<file path="src/audio_tone.hex">
// one column: 16-bit two's complement sample, one sine period in 32 steps.
0000
0C7C
187E
238E
2D41
3537
3B21
3EC5
4000
3EC5
3B21
3537
2D41
238E
187E
0C7C
0000
F384
E782
DC72
D2BF
CAC9
C4DF
C13B
C000
C13B
C4DF
CAC9
D2BF
DC72
E782
F384

</file>
<file path="src/hw/feeder_pkg.sv">
// hdmi test feeder shared definitions.
// opcodes, host command and decoded job structs, and the colour-bar table
// used by the pattern engine and the testbench.
`default_nettype none

package feeder_pkg;

   localparam int beat_w      = 16; // beat count and beat index width.
   localparam int audio_depth = 32; // samples in one tone period.
   localparam int audio_aw    = 5;  // tone memory address width.
   localparam int bar_width   = 8;  // beats per colour bar.

   // test pattern opcodes.
   typedef enum logic [1:0] {
      op_solid = 2'd0, // one colour for every beat.
      op_bars  = 2'd1, // eight vertical bars.
      op_ramp  = 2'd2, // grey ramp, wraps at 256.
      op_audio = 2'd3  // tone samples to the audio sink.
   } test_op_e;

   // host command, 42 bits.
   typedef struct packed {
      test_op_e          op;
      logic [23:0]       color; // rgb, op_solid only.
      logic [beat_w-1:0] count; // beats to stream.
   } test_cmd_t;

   // decoded job, 43 bits.
   typedef struct packed {
      test_op_e          op;
      logic [23:0]       color;
      logic [beat_w-1:0] count;
      logic              to_audio; // set for op_audio.
   } job_t;

   // bar colours, left to right.
   localparam logic [0:7][23:0] bar_colors = {
      24'hFF_FF_FF, // white.
      24'hFF_FF_00, // yellow.
      24'h00_FF_FF, // cyan.
      24'h00_FF_00, // green.
      24'hFF_00_FF, // magenta.
      24'hFF_00_00, // red.
      24'h00_00_FF, // blue.
      24'h00_00_00  // black.
   };

endpackage

`default_nettype wire
</file>
<file path="src/hw/hdmi_test_feeder.sv">
// hdmi test feeder top level.
// decoder takes host commands, sender sequences beats, engine forms
// the pixel and sample data. no added pipeline stages.
`timescale 1ns/100ps
`default_nettype none

module hdmi_test_feeder
   import feeder_pkg::*;
(
   input  wire logic      clk,
   input  wire logic      rst,
   input  wire logic      req,
   input  wire test_cmd_t cmd,
   output      logic      ack,
   input  wire logic      video_rdy,
   input  wire logic      audio_rdy,
   output      logic [23:0] video_out,
   output      logic        video_valid,
   output      logic [15:0] audio_out,
   output      logic        audio_valid
);

   logic              start;  // decoder to sender.
   logic              done;   // sender to decoder.
   job_t              job;    // latched command.
   logic [beat_w-1:0] index;  // current beat.

   test_cmd_decoder test_cmd_decoder_i (
      .clk   (clk),
      .rst   (rst),
      .req   (req),
      .cmd   (cmd),
      .ack   (ack),
      .start (start),
      .job   (job),
      .done  (done)
   );

   stream_sender stream_sender_i (
      .clk         (clk),
      .rst         (rst),
      .start       (start),
      .job         (job),
      .index       (index),
      .video_valid (video_valid),
      .audio_valid (audio_valid),
      .video_rdy   (video_rdy),
      .audio_rdy   (audio_rdy),
      .done        (done)
   );

   pattern_engine pattern_engine_i (
      .index     (index),
      .job       (job),
      .video_out (video_out),
      .audio_out (audio_out)
   );

endmodule

`default_nettype wire

</file>
<file path="src/hw/pattern_engine.sv">
// pattern engine.
// forms the pixel or audio sample for the current beat from the job
// opcode and the beat index. purely combinational apart from the
// tone table, which is loaded once from a hex file.
`timescale 1ns/100ps
`default_nettype none

module pattern_engine
   import feeder_pkg::*;
(
   input  wire logic [beat_w-1:0] index,
   input  wire job_t              job,
   output      logic [23:0]       video_out,
   output      logic [15:0]       audio_out
);

   logic [15:0]         tone_mem [audio_depth]; // one tone period.
   logic [2:0]          bar_sel;  // bar number modulo 8.
   logic [audio_aw-1:0] tone_addr; // index modulo audio_depth.
   logic [beat_w-1:0]   bar_num;

   initial $readmemh("/design/src/audio_tone.hex", tone_mem);

   assign bar_num   = index / beat_w'(bar_width);
   assign bar_sel   = bar_num[2:0];
   assign tone_addr = index[audio_aw-1:0];

   // pixel select.
   always_comb begin
      video_out = 24'h00_00_00; // zero unless a video op.
      case (job.op)
         op_solid: video_out = job.color;
         op_bars:  video_out = bar_colors[bar_sel];
         op_ramp:  video_out = {3{index[7:0]}}; // grey, wraps at 256.
         default:  video_out = 24'h00_00_00;
      endcase
   end

   // sample select.
   always_comb begin
      audio_out = 16'h0000;
      if (job.op == op_audio) begin
         audio_out = tone_mem[tone_addr];
      end
   end

endmodule

`default_nettype wire

</file>
<file path="src/hw/stream_sender.sv">
// stream sender.
// sequences job.count beats over valid/rdy to the video or audio sink,
// steps the beat index on every accepted beat and pulses done at the end.
`timescale 1ns/100ps
`default_nettype none

module stream_sender
   import feeder_pkg::*;
(
   input  wire logic              clk,
   input  wire logic              rst,
   input  wire logic              start,
   input  wire job_t              job,
   output      logic [beat_w-1:0] index,
   output      logic              video_valid,
   output      logic              audio_valid,
   input  wire logic              video_rdy,
   input  wire logic              audio_rdy,
   output      logic              done
);

   typedef enum logic {
      st_wait, // idle between jobs.
      st_send  // valid raised on the selected stream.
   } send_state_e;

   send_state_e state;
   logic        sel_rdy;   // rdy of the selected stream.
   logic        xfer;      // beat accepted this cycle.
   logic        last_beat; // index is on the final beat.

   // valid only while sending, and only on one stream.
   always_comb begin
      video_valid = 1'b0;
      audio_valid = 1'b0;
      if (state == st_send) begin
         if (job.to_audio) audio_valid = 1'b1;
         else              video_valid = 1'b1;
      end
   end

   assign sel_rdy   = job.to_audio ? audio_rdy : video_rdy; // other rdy ignored.
   assign xfer      = (state == st_send) && sel_rdy;
   assign last_beat = (index == job.count - beat_w'(1));

   // state, index and done.
   always_ff @(posedge clk or posedge rst) begin
      if (rst) begin
         state <= st_wait;
         index <= '0;
         done  <= 1'b0;
      end else begin
         done <= 1'b0;
         case (state)
            st_wait: begin
               if (start) begin
                  index <= '0;
                  if (job.count == '0) done  <= 1'b1; // nothing to send.
                  else                 state <= st_send;
               end
            end
            st_send: begin
               if (xfer) begin // hold everything under back-pressure.
                  index <= index + beat_w'(1);
                  if (last_beat) begin
                     state <= st_wait;
                     done  <= 1'b1;
                  end
               end
            end
            default: state <= st_wait;
         endcase
      end
   end

endmodule

`default_nettype wire

</file>
<file path="src/hw/test_cmd_decoder.sv">
// test command decoder.
// runs the host four-phase req/ack handshake, latches one command into a
// job and starts the sender. ack is held from the end of the stream
// until req falls.
`timescale 1ns/100ps
`default_nettype none

module test_cmd_decoder
   import feeder_pkg::*;
(
   input  wire logic      clk,
   input  wire logic      rst,
   input  wire logic      req,
   input  wire test_cmd_t cmd,
   output      logic      ack,
   output      logic      start,
   output      job_t      job,
   input  wire logic      done
);

   typedef enum logic [1:0] {
      st_idle,     // waiting for req.
      st_busy,     // job streaming.
      st_complete  // ack high, waiting for req low.
   } dec_state_e;

   dec_state_e state;

   // handshake fsm, ack and start are registered.
   always_ff @(posedge clk or posedge rst) begin
      if (rst) begin
         state <= st_idle;
         ack   <= 1'b0;
         start <= 1'b0;
      end else begin
         start <= 1'b0; // one-cycle pulse.
         case (state)
            st_idle: begin
               if (req && !ack) begin
                  start <= 1'b1;
                  state <= st_busy;
               end
            end
            st_busy: begin
               if (done) begin // last beat accepted.
                  ack   <= 1'b1;
                  state <= st_complete;
               end
            end
            st_complete: begin
               if (!req) begin // host released req.
                  ack   <= 1'b0;
                  state <= st_idle;
               end
            end
            default: state <= st_idle;
         endcase
      end
   end

   // job payload, loaded on accept only.
   always_ff @(posedge clk) begin
      if (state == st_idle && req && !ack) begin
         job.op       <= cmd.op;
         job.color    <= cmd.color;
         job.count    <= cmd.count;
         job.to_audio <= (cmd.op == op_audio); // audio goes to its own sink.
      end
   end

endmodule

`default_nettype wire

</file>
<file path="config.mk">
export PLATFORM = sky130hd
export DESIGN_NAME = hdmi_test_feeder
export DESIGN_NICKNAME = d
export VERILOG_FILES = /design/src/hw/feeder_pkg.sv /design/src/hw/hdmi_test_feeder.sv /design/src/hw/pattern_engine.sv /design/src/hw/stream_sender.sv /design/src/hw/test_cmd_decoder.sv
export SDC_FILE = /design/constraint.sdc
export NUM_CORES = 1
export LEC_CHECK = 0
export BUFFER_PORTS_ARGS = -buffer_cell sky130_fd_sc_hd__buf_2
export CORE_MARGIN = 2
export CORE_UTILIZATION = 50
export DETAILED_ROUTE_END_ITERATION = 8
export GPL_TIMING_DRIVEN = 0
export PLACE_DENSITY = 0.76
export SETUP_SLACK_MARGIN = 0.1
export SKIP_CTS_REPAIR_TIMING = 1
export SYNTH_ARGS = -nofsm -noshare
export SYNTH_HDL_FRONTEND = slang
export SYNTH_SLANG_ARGS = --single-unit
</file>
<file path="constraint.sdc">
create_clock -name clk -period 7.5 [get_ports clk]
set_clock_uncertainty 0.1 [all_clocks]
set_input_delay 0.75 -clock clk [delete_from_list [all_inputs] [get_ports clk]]
set_output_delay 0.75 -clock clk [all_outputs]
set_load 0.005 [all_outputs]
</file>
==> flow_metrics.tcl <==
set metrics [dict create \
    critical_path.startpoint_type "register" \
    synth_most_common_cell "edfxtp_1" \
    finalCritPeriodShare_pct 42.52 \
    hold_viol_final 0 \
    antenna_violating_nets_post_route 0 \
    period_needed_ns 3.189 \
    worst-setup-path-type "reg2out" \
    rr_worst_depth 6 \
    yosys.area.top_type "edfxtp_1" \
    remaining_drcs 0 \
    filler_cell_count 589 \
    cts_buffers 9 \
    maximum_number_of_pins_on_one_net_before_global_route_repair 23 \
    floorplan.die_area_sq_um 7653 \
    setup_viol 0 \
    seq_area_frac_synth_pct 52.85 \
    buffer_ports.inserted 73 \
    die-width_microns 87.48 \
    arrival_ns 2.34 \
    core_region_area_sq_um 6756 \
    dp_hpwl_microns 5736 \
    cell_types_with_the_largest_area_share_after_synthesis "edfxtp_1 (37%), dfrtp_1 (16%), mux2i_1 (6.0%)" \
    drive_gt1_share_pct 29.50 \
    postSynthCellCount 308 \
    final_nets 462 \
    p_clk_share_pct 34.2 \
    synth_enable_flop_cells 43 \
    worst_voltage_drop_across_the_vdd_grid_v 0.0001226 \
    power.sequential.fraction_pct 46.6 \
    net_switching_uw 259.0 \
    grt_antenna_before_repair 0 \
    tritoncts_clock_tree "done" \
    globalplace.congestion 0.8457 \
    postSynth.asyncResetShare_pct 33.85 \
    postRouteWirelength_microns 7721 \
    antenna_cells_inserted 0 \
    critPathRequiredTime_ns 6.65 \
    cts-root-buf "clkbuf_8" \
    place_inst 481 \
    via_per_inst 5.346 \
    worstSetupEndpointType "output port" \
    vias_in_the_first_global_route 2647 \
    register_area_sq_um 1842 \
    timing.hold.worst.class "reg2reg" \
    power_uw 889.1 \
    clk_transition_reported_paths_ns 0.07 \
    ys.warnings.count 0 \
    fin_worst_hold_slack_ns 0.4357 \
    globalRouteTotalUtil_pct 21.64 \
    power.internal_uw 630.1 \
    top_area_cell_type_share_of_the_netlist_area_pct 37.06 \
    ys_ff_latch 65 \
    htreeDepth 3 \
    maxSlewViolCount 0 \
    first_pass_iters 4 \
    worst-slew-pin-transition_ns 0.8345 \
    worst_hold_path.num_cells 1 \
    area_delta_synth_final_pct 22.19 \
    wire_length_of_the_first_global_routing_pass_microns 12390 \
    powerDensity_nw_per_um2 208.8 \
    initial_core_utilization_pct 51.57 \
    cts-root-to-sink-buffers 2 \
    clk_latency_ns 0.34 \
    ys.flop_type "edfxtp_1" \
    design.portCount 90 \
    max_cap_violations 0 \
    syn-mean-instance-area_sq_um 11.31 \
    cellLeakagePower_nw 1.797 \
    cp_max_fo 10 \
    drt-initial-drc-count 128 \
    cell_rows 30 \
    synth.top_cells.by_count "edfxtp_1 (43), nor2_1 (25), o21ai_0 (25)" \
    status "complete, no violations" \
    finish.cell_count_without_fillers 497 \
    max_freq_ghz 0.3136 \
    slew_hr_pct 44.31 \
    dr_total_vias 2657 \
    unrepaired_setup_endpoints_after_global_routing "false" \
    overflow 0 \
    synthesis.area_sq_um 3485 \
    total_area_of_multi_input_combinational_cells_sq_um 1511 \
    switching_share_pct 29.13 \
    cts_sinks 65 \
    wire_per_inst_microns 15.54 \
    synth.lib_cells_used.distinct 51 \
    combinational_group_share_of_total_power_pct 19.2 \
    height_of_the_die_microns 87.48 \
]
-- power by group through the flow --
stage	clock, mW	combinational [mW]	sequential (mW)
after detailed placement	0	0.168	0.422
final	0.304	0.171	0.415
after CTS	0.310	0.169	0.414
after global placement	0	0.162	0.421
after global routing	0.325	0.190	0.417
after floorplan	0	0.110	0.416
-- sequential cells by signal, summed over array words and instances, names as in the netlist --
register                  cells
stream_sender_i.index        16
stream_sender_i.done          1
test_cmd_decoder_i.state      2
test_cmd_decoder_i.job       43
test_cmd_decoder_i.ack        1
test_cmd_decoder_i.start      1
stream_sender_i.state         1
-- layout make-up --
class | instances | share of cell area, %
repair buffers | 78 | 9.550
well taps | 80 | 2.351
inverters | 6 | 0.5289
clock inverters | 7 | 1.881
plain buffers | 29 | 4.026
multi-input cells | 223 | 35.50
flip-flops and latches | 65 | 43.26
clock buffers | 9 | 2.909
-- kinds of logic after synthesis --
kind of cell | count (synthesis) | share of synthesized area [%]
simple gates | 102 | 17.02
flops | 65 | 52.85
compound gates | 44 | 7.900
xor+xnor | 35 | 8.797
buf+inv | 35 | 5.566
mux | 23 | 6.679
fa+ha+maj | 3 | 1.077
other cells | 1 | 0.1076
-- per-stage QoR --
step	cell area (sq um)	util (%)	setup WS, ns	setup TNS, ns
detailed placement	4054	60.00	4.683	0
global route	4258	63.02	4.137	0
floorplan	3541	-	1.624	0
global placement	4006	59.30	-0.3933	-14.78
CTS	4258	63.02	4.303	0
finish	4258	63.02	4.311	0
-- worst max-delay path: stages, from the launching register on --
cell      delay, ns
edfxtp_1       0.34
clkbuf_1       0.46
buf_1          0.62
mux2i_1        0.17
o21ai_0        0.24
buf_2          0.16
-- final timing paths --
| check | startpoint | slack, ns | end |
|---|---|---|---|
| min reg2reg | test_cmd_decoder_i.ack$_DFFE_PP0P_ | 0.44 | test_cmd_decoder_i.start$_DFF_PP0_ |
| min in group asynchronous | rst | 0.46 | stream_sender_i.index[12]$_DFFE_PP0P_ |
| max in group asynchronous | rst | 6.31 | stream_sender_i.index[11]$_DFFE_PP0P_ |
| max | test_cmd_decoder_i.job[42]$_DFFE_PP_ | 4.31 | video_out[10] |
| min | test_cmd_decoder_i.ack$_DFFE_PP0P_ | 0.44 | test_cmd_decoder_i.start$_DFF_PP0_ |
| max reg2reg | test_cmd_decoder_i.job[7]$_DFFE_PP_ | 4.91 | stream_sender_i.done$_DFF_PP0_ |
-- metal layers --
metal / track usage [%] / wire, microns / vias to the layer above
met2: 36.57 / 3950 / 84
li1: - / - / 1295
met5: 0 / 0 / -
met4: 10.63 / 126 / 0
met1: 26.35 / 3198 / 1266
met3: 4.265 / 445 / 12
-- layout by cell type (no fill, tap or decap), drive strengths merged, types with 3 or more instances in the layout --
master / synthesis / layout
and3: 3 / 3
dfrtp: 22 / 22
nor2: 25 / 25
inv: 6 / 7
o31ai: 3 / 3
nor4: 7 / 7
or3: 4 / 4
nor4b: 3 / 3
and2: 3 / 3
mux2i: 21 / 21
nand2: 12 / 12
buf: 20 / 98
clkbuf: 9 / 18
xor2: 17 / 17
ha: 3 / 3
nor2b: 4 / 4
nor3b: 3 / 3
clkinv: 0 / 3
xnor2: 18 / 18
nand2b: 4 / 4
a21oi: 5 / 5
conb: 1 / 16
nand3: 8 / 8
o21ai: 26 / 26
edfxtp: 43 / 43
or4: 5 / 5
nand4: 4 / 4
nor3: 7 / 7
Power figures use the tool's default switching activity.
